===== src/logic/he_eth_pkg.sv =====
// Two ports only, packets are whole 64-bit words and lengths are limited to 2..64 words
`default_nettype none

package he_eth_pkg;

   localparam int ETH_DW    = 64;
   localparam int CSR_AW    = 8;
   localparam int CSR_DW    = 32;
   localparam int NUM_PORTS = 2;

   typedef logic [ETH_DW-1:0] eth_data_t;
   typedef logic [CSR_AW-1:0] csr_addr_t;
   typedef logic [CSR_DW-1:0] csr_data_t;
   typedef logic [0:0]        port_id_t;
   typedef logic [6:0]        pkt_len_t;
   typedef logic [15:0]       pkt_cnt_t;

   localparam pkt_len_t PKT_LEN_MIN = 7'd2;
   localparam pkt_len_t PKT_LEN_MAX = 7'd64;

   // Register offsets inside each 16-address port block
   localparam logic [3:0] REG_CTRL     = 4'd0;
   localparam logic [3:0] REG_NUM_PKTS = 4'd1;
   localparam logic [3:0] REG_PKT_LEN  = 4'd2;
   localparam logic [3:0] REG_TX_CNT   = 4'd3;
   localparam logic [3:0] REG_RX_GOOD  = 4'd4;
   localparam logic [3:0] REG_RX_BAD   = 4'd5;
   localparam logic [3:0] REG_STATUS   = 4'd6;

   typedef enum logic [1:0] {GEN_IDLE, GEN_HEAD, GEN_BODY} gen_state_t;
   typedef enum logic [1:0] {BR_IDLE, BR_CMD, BR_WAIT} bridge_state_t;

   // Word idx of a packet; idx 0 gives the header itself
   function automatic eth_data_t pattern_word(logic [3:0] port, pkt_len_t len,
                                              logic [7:0] idx, pkt_cnt_t seq);
      pattern_word        = '0;
      pattern_word[63:60] = port;
      pattern_word[31:24] = idx;
      pattern_word[22:16] = len;
      pattern_word[15:0]  = seq;
   endfunction

endpackage

`default_nettype wire


===== src/logic/eth_csr_bridge.sv =====
// One host access at a time; ack rises four clock edges after the edge that launches the strobe
`default_nettype none
`timescale 1ns/1ps

module eth_csr_bridge (
   input  wire logic                  clk,
   input  wire logic                  softreset,
   input  wire he_eth_pkg::csr_addr_t i_host_addr,
   input  wire he_eth_pkg::csr_data_t i_host_wdata,
   input  wire logic                  i_host_rd,
   input  wire logic                  i_host_wr,
   input  wire he_eth_pkg::csr_data_t i_csr_rdata,
   input  wire logic                  i_csr_waitreq,
   output he_eth_pkg::csr_addr_t      o_csr_addr,
   output logic                       o_csr_rd,
   output logic                       o_csr_wr,
   output he_eth_pkg::csr_data_t      o_csr_wdata,
   output logic                       o_host_ack,
   output he_eth_pkg::csr_data_t      o_host_rdata
);

   he_eth_pkg::bridge_state_t state;
   logic                      wait_q;
   logic                      req;
   logic                      done;

   assign req  = (state == he_eth_pkg::BR_IDLE) && (i_host_rd || i_host_wr);
   assign done = (state == he_eth_pkg::BR_WAIT) && !wait_q;

   // Waitrequest is only seen one cycle late
   always_ff @(posedge clk) begin
      if (softreset) begin
         wait_q <= 1'b0;
      end else begin
         wait_q <= i_csr_waitreq;
      end
   end

   always_ff @(posedge clk) begin
      if (softreset) begin
         state      <= he_eth_pkg::BR_IDLE;
         o_csr_rd   <= 1'b0;
         o_csr_wr   <= 1'b0;
         o_host_ack <= 1'b0;
      end else begin
         o_host_ack <= 1'b0;
         case (state)
            he_eth_pkg::BR_IDLE: begin
               if (req) begin
                  o_csr_rd <= i_host_rd;
                  o_csr_wr <= i_host_wr;
                  state    <= he_eth_pkg::BR_CMD;
               end
            end
            // Delayed waitrequest still belongs to the idle bus here
            he_eth_pkg::BR_CMD: state <= he_eth_pkg::BR_WAIT;
            he_eth_pkg::BR_WAIT: begin
               if (done) begin
                  o_csr_rd   <= 1'b0;
                  o_csr_wr   <= 1'b0;
                  o_host_ack <= 1'b1;
                  state      <= he_eth_pkg::BR_IDLE;
               end
            end
            default: state <= he_eth_pkg::BR_IDLE;
         endcase
      end
   end

   always_ff @(posedge clk) begin
      if (req) begin
         o_csr_addr  <= i_host_addr;
         o_csr_wdata <= i_host_wdata;
      end
      if (done) begin
         o_host_rdata <= i_csr_rdata;
      end
   end

endmodule

`default_nettype wire


===== src/logic/eth_traffic_csr.sv =====
// Each access takes two cycles and stays complete until the master drops its command
`default_nettype none
`timescale 1ns/1ps

module eth_traffic_csr (
   input  wire logic                          clk,
   input  wire logic                          softreset,
   input  wire he_eth_pkg::csr_addr_t         i_csr_addr,
   input  wire logic                          i_csr_rd,
   input  wire logic                          i_csr_wr,
   input  wire he_eth_pkg::csr_data_t         i_csr_wdata,
   input  wire logic [he_eth_pkg::NUM_PORTS-1:0] i_gen_busy,
   input  wire logic [he_eth_pkg::NUM_PORTS-1:0] i_pkt_sent,
   input  wire logic                          i_rx_good,
   input  wire logic                          i_rx_bad,
   input  wire he_eth_pkg::port_id_t          i_rx_port,
   output he_eth_pkg::csr_data_t              o_csr_rdata,
   output logic                               o_csr_waitreq,
   output logic [he_eth_pkg::NUM_PORTS-1:0]   o_start,
   output he_eth_pkg::pkt_cnt_t               o_num_pkts [he_eth_pkg::NUM_PORTS],
   output he_eth_pkg::pkt_len_t               o_pkt_len [he_eth_pkg::NUM_PORTS]
);

   logic                                cmd;
   logic                                acc_q;
   logic                                done_q;
   logic                                do_write;
   logic                                port_ok;
   logic [3:0]                          offset;
   he_eth_pkg::port_id_t                port;
   he_eth_pkg::csr_data_t               rd_mux;
   logic [he_eth_pkg::NUM_PORTS-1:0]    start_wr;
   he_eth_pkg::pkt_cnt_t                tx_cnt [he_eth_pkg::NUM_PORTS];
   he_eth_pkg::pkt_cnt_t                good_cnt [he_eth_pkg::NUM_PORTS];
   he_eth_pkg::pkt_cnt_t                bad_cnt [he_eth_pkg::NUM_PORTS];

   function automatic he_eth_pkg::pkt_cnt_t sat_inc(he_eth_pkg::pkt_cnt_t v);
      sat_inc = (v == '1) ? v : v + 1'b1;
   endfunction

   function automatic he_eth_pkg::pkt_len_t clamp_len(he_eth_pkg::csr_data_t v);
      if (v < he_eth_pkg::PKT_LEN_MIN) begin
         clamp_len = he_eth_pkg::PKT_LEN_MIN;
      end else if (v > he_eth_pkg::PKT_LEN_MAX) begin
         clamp_len = he_eth_pkg::PKT_LEN_MAX;
      end else begin
         clamp_len = v[6:0];
      end
   endfunction

   assign cmd           = i_csr_rd || i_csr_wr;
   assign o_csr_waitreq = cmd && !acc_q && !done_q;
   assign port_ok       = i_csr_addr[7:4] < he_eth_pkg::NUM_PORTS;
   assign port          = i_csr_addr[4];
   assign offset        = i_csr_addr[3:0];
   // Writes take effect at the end of the second access cycle
   assign do_write      = acc_q && i_csr_wr && port_ok;

   always_comb begin
      for (int p = 0; p < he_eth_pkg::NUM_PORTS; p++) begin
         start_wr[p] = do_write && (port == p) && (offset == he_eth_pkg::REG_CTRL) &&
                       i_csr_wdata[0];
      end
   end

   always_comb begin
      rd_mux = '0;
      if (port_ok) begin
         case (offset)
            he_eth_pkg::REG_NUM_PKTS: rd_mux = {16'd0, o_num_pkts[port]};
            he_eth_pkg::REG_PKT_LEN:  rd_mux = {25'd0, o_pkt_len[port]};
            he_eth_pkg::REG_TX_CNT:   rd_mux = {16'd0, tx_cnt[port]};
            he_eth_pkg::REG_RX_GOOD:  rd_mux = {16'd0, good_cnt[port]};
            he_eth_pkg::REG_RX_BAD:   rd_mux = {16'd0, bad_cnt[port]};
            he_eth_pkg::REG_STATUS:   rd_mux = {31'd0, i_gen_busy[port]};
            default:                  rd_mux = '0;
         endcase
      end
   end

   // Access phases: waitrequest cycle, data cycle, then hold until command drops
   always_ff @(posedge clk) begin
      if (softreset) begin
         acc_q  <= 1'b0;
         done_q <= 1'b0;
      end else if (acc_q) begin
         acc_q  <= 1'b0;
         done_q <= 1'b1;
      end else if (done_q) begin
         done_q <= cmd;
      end else begin
         acc_q  <= cmd;
      end
   end

   always_ff @(posedge clk) begin
      if (o_csr_waitreq) begin
         o_csr_rdata <= rd_mux;
      end
   end

   always_ff @(posedge clk) begin
      if (softreset) begin
         o_start <= '0;
         for (int p = 0; p < he_eth_pkg::NUM_PORTS; p++) begin
            o_num_pkts[p] <= '0;
            o_pkt_len[p]  <= he_eth_pkg::PKT_LEN_MIN;
            tx_cnt[p]     <= '0;
            good_cnt[p]   <= '0;
            bad_cnt[p]    <= '0;
         end
      end else begin
         o_start <= start_wr;
         for (int p = 0; p < he_eth_pkg::NUM_PORTS; p++) begin
            if (do_write && (port == p) && (offset == he_eth_pkg::REG_NUM_PKTS)) begin
               o_num_pkts[p] <= i_csr_wdata[15:0];
            end
            if (do_write && (port == p) && (offset == he_eth_pkg::REG_PKT_LEN)) begin
               o_pkt_len[p] <= clamp_len(i_csr_wdata);
            end
            // A start clears the statistics of its own port
            if (start_wr[p]) begin
               tx_cnt[p]   <= '0;
               good_cnt[p] <= '0;
               bad_cnt[p]  <= '0;
            end else begin
               if (i_pkt_sent[p]) begin
                  tx_cnt[p] <= sat_inc(tx_cnt[p]);
               end
               if (i_rx_good && (i_rx_port == p)) begin
                  good_cnt[p] <= sat_inc(good_cnt[p]);
               end
               if (i_rx_bad && (i_rx_port == p)) begin
                  bad_cnt[p] <= sat_inc(bad_cnt[p]);
               end
            end
         end
      end
   end

endmodule

`default_nettype wire


===== src/logic/eth_pkt_gen.sv =====
// A start while busy is ignored; the length is assumed already clamped to at least 2
`default_nettype none
`timescale 1ns/1ps

module eth_pkt_gen #(
   parameter int PORT_ID = 0
) (
   input  wire logic                 clk,
   input  wire logic                 softreset,
   input  wire logic                 i_start,
   input  wire he_eth_pkg::pkt_cnt_t i_num_pkts,
   input  wire he_eth_pkg::pkt_len_t i_pkt_len,
   input  wire logic                 i_ready,
   output logic                      o_valid,
   output he_eth_pkg::eth_data_t     o_data,
   output logic                      o_last,
   output logic                      o_busy,
   output logic                      o_pkt_sent
);

   he_eth_pkg::gen_state_t state;
   he_eth_pkg::pkt_len_t   word_cnt;
   he_eth_pkg::pkt_len_t   len_q;
   he_eth_pkg::pkt_cnt_t   num_q;
   he_eth_pkg::pkt_cnt_t   seq_q;
   logic                   xfer;

   // Output word comes from registered state only, so it holds under back-pressure
   assign o_valid    = (state != he_eth_pkg::GEN_IDLE);
   assign o_busy     = o_valid;
   assign o_data     = he_eth_pkg::pattern_word(4'(PORT_ID), len_q, {1'b0, word_cnt}, seq_q);
   assign o_last     = (word_cnt == len_q - 1'b1);
   assign xfer       = o_valid && i_ready;
   assign o_pkt_sent = xfer && o_last;

   always_ff @(posedge clk) begin
      if ((state == he_eth_pkg::GEN_IDLE) && i_start) begin
         len_q <= i_pkt_len;
         num_q <= i_num_pkts;
      end
   end

   always_ff @(posedge clk) begin
      if (softreset) begin
         state    <= he_eth_pkg::GEN_IDLE;
         word_cnt <= '0;
         seq_q    <= '0;
      end else begin
         case (state)
            he_eth_pkg::GEN_IDLE: begin
               if (i_start) begin
                  word_cnt <= '0;
                  seq_q    <= '0;
                  // Zero packets finishes without leaving idle
                  state    <= (i_num_pkts == '0) ? he_eth_pkg::GEN_IDLE : he_eth_pkg::GEN_HEAD;
               end
            end
            he_eth_pkg::GEN_HEAD: begin
               if (xfer) begin
                  word_cnt <= 7'd1;
                  state    <= he_eth_pkg::GEN_BODY;
               end
            end
            he_eth_pkg::GEN_BODY: begin
               if (xfer && o_last) begin
                  word_cnt <= '0;
                  seq_q    <= seq_q + 1'b1;
                  if (he_eth_pkg::pkt_cnt_t'(seq_q + 1'b1) == num_q) begin
                     state <= he_eth_pkg::GEN_IDLE;
                  end else begin
                     state <= he_eth_pkg::GEN_HEAD;
                  end
               end else if (xfer) begin
                  word_cnt <= word_cnt + 1'b1;
               end
            end
            default: state <= he_eth_pkg::GEN_IDLE;
         endcase
      end
   end

endmodule

`default_nettype wire


===== src/logic/eth_tx_arbiter.sv =====
// Two requesters; a requester must hold valid from its first word until its last transfer
`default_nettype none
`timescale 1ns/1ps

module eth_tx_arbiter (
   input  wire logic                             clk,
   input  wire logic                             softreset,
   input  wire logic [he_eth_pkg::NUM_PORTS-1:0] i_req_valid,
   input  wire he_eth_pkg::eth_data_t            i_req_data [he_eth_pkg::NUM_PORTS],
   input  wire logic [he_eth_pkg::NUM_PORTS-1:0] i_req_last,
   output logic [he_eth_pkg::NUM_PORTS-1:0]      o_req_ready,
   output logic                                  o_tx_tvalid,
   output he_eth_pkg::eth_data_t                 o_tx_tdata,
   output logic                                  o_tx_tlast,
   input  wire logic                             i_tx_tready
);

   he_eth_pkg::port_id_t grant_q;
   he_eth_pkg::port_id_t other;
   he_eth_pkg::port_id_t sel;
   logic                 lock_q;

   assign other = ~grant_q;
   // Priority port keeps the bus unless idle and the other one is waiting
   assign sel   = (lock_q || i_req_valid[grant_q] || !i_req_valid[other]) ? grant_q : other;

   assign o_tx_tvalid = i_req_valid[sel];
   assign o_tx_tdata  = i_req_data[sel];
   assign o_tx_tlast  = i_req_last[sel];

   always_comb begin
      for (int p = 0; p < he_eth_pkg::NUM_PORTS; p++) begin
         o_req_ready[p] = i_tx_tready && (sel == p);
      end
   end

   // Lock on any presented word, so a stalled header cannot be swapped out
   always_ff @(posedge clk) begin
      if (softreset) begin
         grant_q <= '0;
         lock_q  <= 1'b0;
      end else if (o_tx_tvalid) begin
         if (i_tx_tready && o_tx_tlast) begin
            lock_q  <= 1'b0;
            grant_q <= ~sel;
         end else begin
            lock_q  <= 1'b1;
            grant_q <= sel;
         end
      end
   end

endmodule

`default_nettype wire


===== src/logic/eth_pkt_mon.sv =====
// Always accepts; a packet with an out-of-range port id is reported as bad on port 0
`default_nettype none
`timescale 1ns/1ps

module eth_pkt_mon (
   input  wire logic                  clk,
   input  wire logic                  softreset,
   input  wire logic                  i_rx_tvalid,
   input  wire he_eth_pkg::eth_data_t i_rx_tdata,
   input  wire logic                  i_rx_tlast,
   output logic                       o_good,
   output logic                       o_bad,
   output he_eth_pkg::port_id_t       o_port
);

   logic                 in_pkt;
   logic                 err_q;
   he_eth_pkg::pkt_len_t idx_q;
   logic [3:0]           hdr_port_q;
   he_eth_pkg::pkt_len_t hdr_len_q;
   he_eth_pkg::pkt_cnt_t hdr_seq_q;
   logic [3:0]           cur_port;
   he_eth_pkg::pkt_len_t cur_len;
   he_eth_pkg::pkt_len_t cur_idx;
   he_eth_pkg::pkt_cnt_t cur_seq;
   logic                 word_err;

   always_comb begin
      if (in_pkt) begin
         cur_port = hdr_port_q;
         cur_len  = hdr_len_q;
         cur_seq  = hdr_seq_q;
         cur_idx  = idx_q;
      end else begin
         // Header fields straight off the wire
         cur_port = i_rx_tdata[63:60];
         cur_len  = i_rx_tdata[22:16];
         cur_seq  = i_rx_tdata[15:0];
         cur_idx  = '0;
      end
      word_err = (i_rx_tdata != he_eth_pkg::pattern_word(cur_port, cur_len, {1'b0, cur_idx},
                                                         cur_seq)) ||
                 (i_rx_tlast != (cur_idx == cur_len - 1'b1)) ||
                 (cur_port >= he_eth_pkg::NUM_PORTS);
   end

   always_ff @(posedge clk) begin
      if (softreset) begin
         in_pkt <= 1'b0;
         err_q  <= 1'b0;
         idx_q  <= '0;
         o_good <= 1'b0;
         o_bad  <= 1'b0;
      end else begin
         o_good <= 1'b0;
         o_bad  <= 1'b0;
         if (i_rx_tvalid && i_rx_tlast) begin
            o_good <= !(err_q || word_err);
            o_bad  <= err_q || word_err;
            in_pkt <= 1'b0;
            err_q  <= 1'b0;
            idx_q  <= '0;
         end else if (i_rx_tvalid) begin
            in_pkt <= 1'b1;
            err_q  <= err_q || word_err;
            idx_q  <= cur_idx + 1'b1;
         end
      end
   end

   always_ff @(posedge clk) begin
      if (i_rx_tvalid && !in_pkt) begin
         hdr_port_q <= cur_port;
         hdr_len_q  <= cur_len;
         hdr_seq_q  <= cur_seq;
      end
      if (i_rx_tvalid && i_rx_tlast) begin
         o_port <= (cur_port < he_eth_pkg::NUM_PORTS) ? he_eth_pkg::port_id_t'(cur_port) : '0;
      end
   end

endmodule

`default_nettype wire


===== src/logic/he_eth_top.sv =====
// Single clock domain; the MAC is outside, so tx and rx streams are only joined externally
`default_nettype none
`timescale 1ns/1ps

module he_eth_top (
   input  wire logic                  clk,
   input  wire logic                  softreset,
   input  wire he_eth_pkg::csr_addr_t i_host_addr,
   input  wire he_eth_pkg::csr_data_t i_host_wdata,
   input  wire logic                  i_host_rd,
   input  wire logic                  i_host_wr,
   output logic                       o_host_ack,
   output he_eth_pkg::csr_data_t      o_host_rdata,
   input  wire logic                  i_tx_tready,
   output logic                       o_tx_tvalid,
   output he_eth_pkg::eth_data_t      o_tx_tdata,
   output logic                       o_tx_tlast,
   input  wire logic                  i_rx_tvalid,
   input  wire he_eth_pkg::eth_data_t i_rx_tdata,
   input  wire logic                  i_rx_tlast
);

   he_eth_pkg::csr_addr_t            csr_addr;
   logic                             csr_rd;
   logic                             csr_wr;
   he_eth_pkg::csr_data_t            csr_wdata;
   he_eth_pkg::csr_data_t            csr_rdata;
   logic                             csr_waitreq;
   logic [he_eth_pkg::NUM_PORTS-1:0] start;
   he_eth_pkg::pkt_cnt_t             num_pkts [he_eth_pkg::NUM_PORTS];
   he_eth_pkg::pkt_len_t             pkt_len [he_eth_pkg::NUM_PORTS];
   logic [he_eth_pkg::NUM_PORTS-1:0] gen_busy;
   logic [he_eth_pkg::NUM_PORTS-1:0] pkt_sent;
   logic [he_eth_pkg::NUM_PORTS-1:0] gen_valid;
   he_eth_pkg::eth_data_t            gen_data [he_eth_pkg::NUM_PORTS];
   logic [he_eth_pkg::NUM_PORTS-1:0] gen_last;
   logic [he_eth_pkg::NUM_PORTS-1:0] gen_ready;
   logic                             rx_good;
   logic                             rx_bad;
   he_eth_pkg::port_id_t             rx_port;

   eth_csr_bridge u_bridge (
      .clk(clk), .softreset(softreset),
      .i_host_addr(i_host_addr), .i_host_wdata(i_host_wdata),
      .i_host_rd(i_host_rd), .i_host_wr(i_host_wr),
      .i_csr_rdata(csr_rdata), .i_csr_waitreq(csr_waitreq),
      .o_csr_addr(csr_addr), .o_csr_rd(csr_rd), .o_csr_wr(csr_wr), .o_csr_wdata(csr_wdata),
      .o_host_ack(o_host_ack), .o_host_rdata(o_host_rdata)
   );

   eth_traffic_csr u_csr (
      .clk(clk), .softreset(softreset),
      .i_csr_addr(csr_addr), .i_csr_rd(csr_rd), .i_csr_wr(csr_wr), .i_csr_wdata(csr_wdata),
      .i_gen_busy(gen_busy), .i_pkt_sent(pkt_sent),
      .i_rx_good(rx_good), .i_rx_bad(rx_bad), .i_rx_port(rx_port),
      .o_csr_rdata(csr_rdata), .o_csr_waitreq(csr_waitreq),
      .o_start(start), .o_num_pkts(num_pkts), .o_pkt_len(pkt_len)
   );

   for (genvar p = 0; p < he_eth_pkg::NUM_PORTS; p++) begin : g_gen
      eth_pkt_gen #(.PORT_ID(p)) u_gen (
         .clk(clk), .softreset(softreset),
         .i_start(start[p]), .i_num_pkts(num_pkts[p]), .i_pkt_len(pkt_len[p]),
         .i_ready(gen_ready[p]),
         .o_valid(gen_valid[p]), .o_data(gen_data[p]), .o_last(gen_last[p]),
         .o_busy(gen_busy[p]), .o_pkt_sent(pkt_sent[p])
      );
   end

   eth_tx_arbiter u_arb (
      .clk(clk), .softreset(softreset),
      .i_req_valid(gen_valid), .i_req_data(gen_data), .i_req_last(gen_last),
      .o_req_ready(gen_ready),
      .o_tx_tvalid(o_tx_tvalid), .o_tx_tdata(o_tx_tdata), .o_tx_tlast(o_tx_tlast),
      .i_tx_tready(i_tx_tready)
   );

   eth_pkt_mon u_mon (
      .clk(clk), .softreset(softreset),
      .i_rx_tvalid(i_rx_tvalid), .i_rx_tdata(i_rx_tdata), .i_rx_tlast(i_rx_tlast),
      .o_good(rx_good), .o_bad(rx_bad), .o_port(rx_port)
   );

endmodule

`default_nettype wire


===== config.mk =====
export PLATFORM = sky130hd
export DESIGN_NAME = he_eth_top
export DESIGN_NICKNAME = d
export VERILOG_FILES = /design/src/logic/he_eth_pkg.sv /design/src/logic/eth_csr_bridge.sv /design/src/logic/eth_traffic_csr.sv /design/src/logic/eth_pkt_gen.sv /design/src/logic/eth_tx_arbiter.sv /design/src/logic/eth_pkt_mon.sv /design/src/logic/he_eth_top.sv
export SDC_FILE = /design/constraint.sdc
export NUM_CORES = 1
export LEC_CHECK = 0
export BUFFER_PORTS_ARGS = -buffer_cell sky130_fd_sc_hd__buf_2
export CAP_MARGIN = 30
export CELL_PAD_IN_SITES_DETAIL_PLACEMENT = 1
export CELL_PAD_IN_SITES_GLOBAL_PLACEMENT = 1
export CORE_MARGIN = 2
export CORE_UTILIZATION = 35
export CTS_CLUSTER_SIZE = 10
export DETAILED_ROUTE_END_ITERATION = 16
export GPL_TIMING_DRIVEN = 0
export PLACE_DENSITY = 0.66
export SYNTH_ARGS = -nofsm -noshare
export SYNTH_HDL_FRONTEND = slang
export SYNTH_HIERARCHICAL = 1
export SYNTH_SLANG_ARGS = --single-unit

===== constraint.sdc =====
create_clock -name clk -period 4.6 [get_ports clk]
set_input_delay 0.69 -clock clk [delete_from_list [all_inputs] [get_ports clk]]
set_output_delay 0.69 -clock clk [all_outputs]
set_load 0.02 [all_outputs]

## Word level (Yosys, flattened, before mapping)

Memories as Yosys holds them, arrays and structs flattened. A register that Yosys moved wholly into a read port is not among the register bits.
Index checks and enable logic that the tools add are counted.

| word-level totals | value |
|---|---|
| flip-flop bits (word level) | 297 |
| bits in writable memories | 96 |
| logic and storage cells | 310 |
| memories | 3 |

| cells by class | value |
|---|---|
| add/subtract/negate cells | 14 |
| order comparisons | 11 |
| eq/ne operators | 35 |
| muxes and demuxes | 121 |
| bitwise logic cells | 20 |
| reduce and logical (&&, ||, !) cells | 69 |

Memories:

| name | words | width | rd ports | clocked after Yosys merged registers in | write ports | RTL line | source |
|---|---|---|---|---|---|---|---|
| u_csr.bad_cnt | 2 | 16 | 3 | 1 | 2 | eth_traffic_csr.sv:35 | `he_eth_pkg::pkt_cnt_t bad_cnt [he_eth_pkg::NUM_PORTS];` |
| u_csr.good_cnt | 2 | 16 | 3 | 1 | 2 | eth_traffic_csr.sv:34 | `he_eth_pkg::pkt_cnt_t good_cnt [he_eth_pkg::NUM_PORTS];` |
| u_csr.tx_cnt | 2 | 16 | 3 | 1 | 2 | eth_traffic_csr.sv:33 | `he_eth_pkg::pkt_cnt_t tx_cnt [he_eth_pkg::NUM_PORTS];` |

Operators with widths:

| operator | number |
|---|---|
| $mux 16 | 26 |
| $add 16x1->16 const B | 8 |
| $mux 64 | 2 |
| $mux 7 | 15 |
| $eq 16x16->1 const B | 6 |
| $pmux 16 s6 | 1 |
| $ne 64x64->1 | 1 |
| $pmux 16 s2 | 2 |
| $mux 61 | 1 |
| $mux 1 | 58 |
| $pmux 7 s3 | 2 |
| $eq 16x16->1 | 2 |
| $gt 32x7->1 const B | 1 |
| $logic_not 16->1 | 2 |
| $lt 32x2->1 const B | 1 |
| $logic_and 1x1->1 | 31 |
| $add 7x1->7 const B | 3 |
| $eq 7x7->1 | 3 |
| $sub 7x1->7 const B | 3 |
| $pmux 2 s3 | 3 |
| $mux 2 | 8 |
| $reduce_and 3->1 | 5 |
| $eq 4x3->1 const B | 3 |
| $ne 2x1->1 const B | 6 |
| 26 further kinds | 77 |

## Depth between registers and ports, before layout

| logic depth | value |
|---|---|
| word-level depth | 15 |
| gate-level depth with buffers | 17 |
| depth with buffers taken out | 13 |

## Modules after synthesis

The synthesis kept the hierarchy.

Modules (own cells, without submodules):

| module | instances | cells each | area each (µm²) | seq. area each (µm²) |
|---|---|---|---|---|
| eth_traffic_csr | 1 | 892 | 9,008.6 | 4,364.2 |
| eth_pkt_gen (g_gen[1].u_gen) | 1 | 329 | 3,074.2 | 1,191.1 |
| eth_pkt_gen (g_gen[0].u_gen) | 1 | 328 | 3,070.4 | 1,191.1 |
| eth_pkt_mon | 1 | 267 | 2,538.7 | 1,061.0 |
| eth_csr_bridge | 1 | 94 | 2,387.3 | 2,282.2 |
| eth_tx_arbiter | 1 | 100 | 1,161.1 | 40.0 |

## Least setup slack after synthesis

OpenSTA, ideal clock, no wires.

| timing | value |
|---|---|
| path type | in2reg |
| start | input i_host_wr |
| end | register u_bridge.o_csr_addr[0], enable pin |
| arrival | 3,468 ps |
| data required time | 4,113 ps |
| path slack | 645 ps |
| stages | 2 |
| path buffers | 0 |
| path through | nor2_1 > nor3_1 |

| on the way | value |
|---|---|
| cells in the longest elaborated chain, start to end | 2 |

RTL lines:

| item | RTL line | source |
|---|---|---|
| from (decl) | he_eth_top.sv:11 | `input wire logic i_host_wr,` |
| $logic_or 1x1->1 | eth_csr_bridge.sv:27 | `assign req = (state == he_eth_pkg::BR_IDLE) && (i_host_rd \|\| i_host_wr);` |
| $logic_and 1x1->1 | eth_csr_bridge.sv:27 |  |
| via u_bridge.req | eth_csr_bridge.sv:24 | `logic req;` |
| to (signal assigned) | eth_csr_bridge.sv:72 | `o_csr_addr <= i_host_addr;` |
| to (decl) | eth_csr_bridge.sv:14 | `output he_eth_pkg::csr_addr_t o_csr_addr,` |

The timed path passes the listed nets, and every way through them passes these cells.
A chain may end at the register's enable or synchronous reset.

==> metrics.md <==
| Metric | Value |
|---|---|
| Main synth FF type | edfxtp_1 |
| Layout cells sized above 1 | between 20% and 30% |
| Status | completed |
| ANT nets after route | 0 |
| EDFF count, synth | approximately 260 |
| Initial Utilization | between 30% and 40% |
| Worst-path maximum fanout | 16 |
| Skew-Pair Late Insertion Delay | 0.60 ns |
| CORE AREA | 60130 sq um |
| Nets | 2457 |
| CTS sink count | approximately 380 |
| Layout Skew | approximately 0.034 ns |
| Tot GR Track Use | roughly 20% |
| Die width | between 200 and 300 um |
| Ant diodes | 0 |
| Initial DRC Count | 897 |
| Max-Cap Viols | 0 |
| Hold Crit Start | i_host_wdata[31] |
| Initial DRT Pass Iterations | 6 |
| Total power | approximately 0.008 W |
| GRT met2 Usage | a little over a third |
| P_leak | between 9 and 10 nW |
| Met3 GRT Util | approximately 2.7% |
| HP Class | primary input to register |
| Startpoint Class | register |
| Fin area | 25010 sq um |
| Worst-Margin Slew | about 0.9 ns |
| Hold Buf Count CTS | 0 |
| Initial antenna violation count | 1 |
| Post-synthesis sequential area ratio | between 40% and 50% |
| Reg clk slew, reported paths | roughly 0.06 ns |
| Worst reg2reg startpoint | g_gen[1].u_gen/state[0] |
| Setup ws final | between 0.3 and 0.4 ns |
| Worst reg2reg endpoint | u_csr/tx_cnt[1][11] |
| FP Rows | 90 |
| Internal reg-to-reg setup slack | roughly 0.36 ns |
| First-pass GRT wire length | just under 100000 um |
| Slew HR | between 30 and 40% |
| Synth unique cells | 98 |
| Fin crit share | 92.08% |
| Die H | 250.3 um |
| Vias in the first global route | 17.13k |
| Most crowded layer after global routing | met2 |
| Total global routing overflow | 0 |
| Fmax | ~240 MHz |
| Area Growth Syn to Fin | 17.72% |
| Slew Limit Fails | 0 |
| Hpwl dp | between 40000 and 50000 um |
| Max Root-Sink Buffers | 3 |
| Setup Viol. Count Final | 0 |
| Boundary pin count | 210 |
| Avg Inst Size Synth | roughly 11 sq um |
| Cells after synthesis | approximately 2.0k |
| Met1 usage | around 25% |
| Setup repair bufs after CTS | 0 |
| Peak supply drop | 243.9 uV |
| Setup CP Type | register to register |
| Clock Root Buffer | clkbuf_16 |
| Post-CTS Resized | 0 |
| Cell area after synthesis | 21240 sq um |
| Worst EP arrival | between 4 and 5 ns |
| GP Congestion | just under 0.9 |
| Num CTS Buffers | 47 |
| CTS tree | yes |
| Min Tclk post-route | between 4 and 5 ns |
| Final Hold Viols | 0 |
| Via/cell ratio | approximately 5.3 |
| Pwr Density | around 320 nW/um^2 |
| Dpl ws | a little over 0.4 ns |
| Worst r2r path cells | 16 |
| Hold Path Sink | u_bridge/o_csr_wdata[31] |
| Worst Path Required | 4.80 ns |
| Routed vias | ~17k |
| Hold Path Depth | 1 |
| Syn. warnings | 6 |
| Synth async-reset ratio | 0% |
| #FFs+latches synth | 377 |
| Port-buffer cells | 176 |
| RSZ-0062 raised after global routing | no |
| # DRC | 0 |
| DP Area | roughly 24000 sq um |
| Die ar. | approximately 63000 sq um |
| H-Tree Depth | 2 |
| Post-Route WL | 63620 um |
| Avg WL per Cell | approximately 20 um |
| Worst Setup End Kind | register |
| Pin count of the biggest net entering global routing | 22 |
worst max-delay path by stage:
stage | from | endpoint | slack (ns) | cells after the start
finish | g_gen[1].u_gen/state[0] | u_csr/tx_cnt[1][11] | 0.36 | 16
global route | g_gen[1].u_gen/state[0] | u_csr/tx_cnt[1][6] | 0.03 | 16
CTS | g_gen[1].u_gen/state[0] | u_csr/tx_cnt[1][12] | 0.35 | 16
detailed placement | u_mon/in_pkt | u_mon/o_bad | 0.41 | 12
global placement | i_host_wr | u_bridge/o_csr_wdata[23] | -1.31 | 3
floorplan | i_host_wr | u_bridge/o_csr_addr[0] | 0.64 | 2
critical path, stage by stage (launching register included):
cell,delay (ns)
dfxtp_1,0.37
inv_1,0.09
ha_1,0.28
inv_1,0.17
buf_4,0.19
nor2b_4,0.17
nor2_2,0.06
o21ai_4,0.26
buf_6,0.23
buf_8,0.17
and2_1,0.13
nor2b_1,0.36
o211ai_2,0.24
buf_6,0.20
inv_1,0.23
o21ai_0,0.14
nand2_1,0.57
cells in the mapped netlist, types with 12 or more instances:
cell      instances  area, sq um
a21o_1           15        112.6
a21oi_1          62        310.3
and2_1           16        100.1
and3_1           27        168.9
and4_1           12        105.1
buf_2            16        80.08
buf_4            89        668.1
clkbuf_1         47        176.4
dfxtp_1         119         2382
edfxtp_1        258         7747
ha_1             22        275.3
inv_1            72        270.3
mux2_2           59        664.4
mux2_4           27        405.4
mux2i_1         105         1051
nand2_1          83        311.6
nand2b_1         18        112.6
nand3_1          79        395.4
nand4_1          45        281.5
nor2_1          221        829.6
nor2b_1          32        200.2
nor3_1           34        170.2
nor3b_1          12        90.09
nor4_1           51        319.1
o21ai_0          37        185.2
o22ai_1          38        237.7
o31ai_1          14        105.1
or2_2            13        81.33
or3_1            19        118.9
or4_1            14        105.1
xnor2_1          95        832.1
xor2_1           64        560.5
sequential cells by signal (all words and copies together) (netlist names), 2 cells and up:
signal / flops
g_gen.u_gen/len_q: 14
g_gen.u_gen/num_q: 32
g_gen.u_gen/seq_q: 32
g_gen.u_gen/state: 4
g_gen.u_gen/word_cnt: 14
u_bridge/o_csr_addr: 8
u_bridge/o_csr_wdata: 32
u_bridge/o_host_rdata: 32
u_bridge/state: 2
u_csr/bad_cnt: 32
u_csr/good_cnt: 32
u_csr/o_csr_rdata: 16
u_csr/o_num_pkts: 32
u_csr/o_pkt_len: 14
u_csr/o_start: 2
u_csr/tx_cnt: 32
u_mon/hdr_len_q: 7
u_mon/hdr_port_q: 4
u_mon/hdr_seq_q: 16
u_mon/idx_q: 7
power by group:
group	total, W	switching [W]	internal [W]	leakage, nW
sequential	0.00389	0.000117	0.00377	3.49
combinational	0.000652	0.000377	0.000275	5.21
clock	0.00347	0.00147	0.00200	0.698
routing by layer:
metal	up-vias	share of wire [%]	wire length (um)
met1	8209	43	27530
met2	342	50	31820
met3	93	3.7	2371
li1	7873	-	-
met5	-	0	0
met4	0	3.0	1893
layout make-up:
type,count,area (sq um)
Fill cell,6814,35130
Inverter,72,270.3
Timing Repair Buffer,185,1035
Clock inverter,11,96.34
Buffer,173,1117
Multi-Input combinational cell,1468,10040
Sequential cell,377,10130
Tap cell,782,978.4
Clock buffer,77,1339
cells in the final DEF, fill, tap and decap left out, types with 47 or more instances in the layout:
cell	instances
conb_1	84
dfxtp_1	119
mux2_2	59
mux2i_1	105
nor2_1	221
nand3_1	79
buf_2	192
xnor2_1	95
xor2_1	64
clkbuf_1	72
nor4_1	51
buf_4	90
nand2_1	83
a21oi_1	62
edfxtp_1	258
inv_1	72
clkbuf_16	47
per-stage QoR:
step	hold slack [ns]	setup TNS (ns)	utilization, %	instances
6_report	0.2595	0	41.58	3145
5_1_grt	0.2244	0	41.58	3145
4_1_cts	0.2202	0	41.58	3145
3_5_place_dp	0.4061	0	39.20	3057
3_3_place_gp	0.4094	-52.42	38.91	3048
2_1_floorplan	0.4003	0	-	2090
logic make-up after synthesis:
group / share of synthesized area [%]
AND/OR/NAND/NOR: 18.04
flip-flops: 47.69
AO/OA/AOI/OAI: 9.514
buffers and inverters: 6.533
multiplexers: 10.09
XOR/XNOR: 6.768
adder cells (fa/ha/maj): 1.296
other: 0.07067
Power figures use the tool's default switching activity.
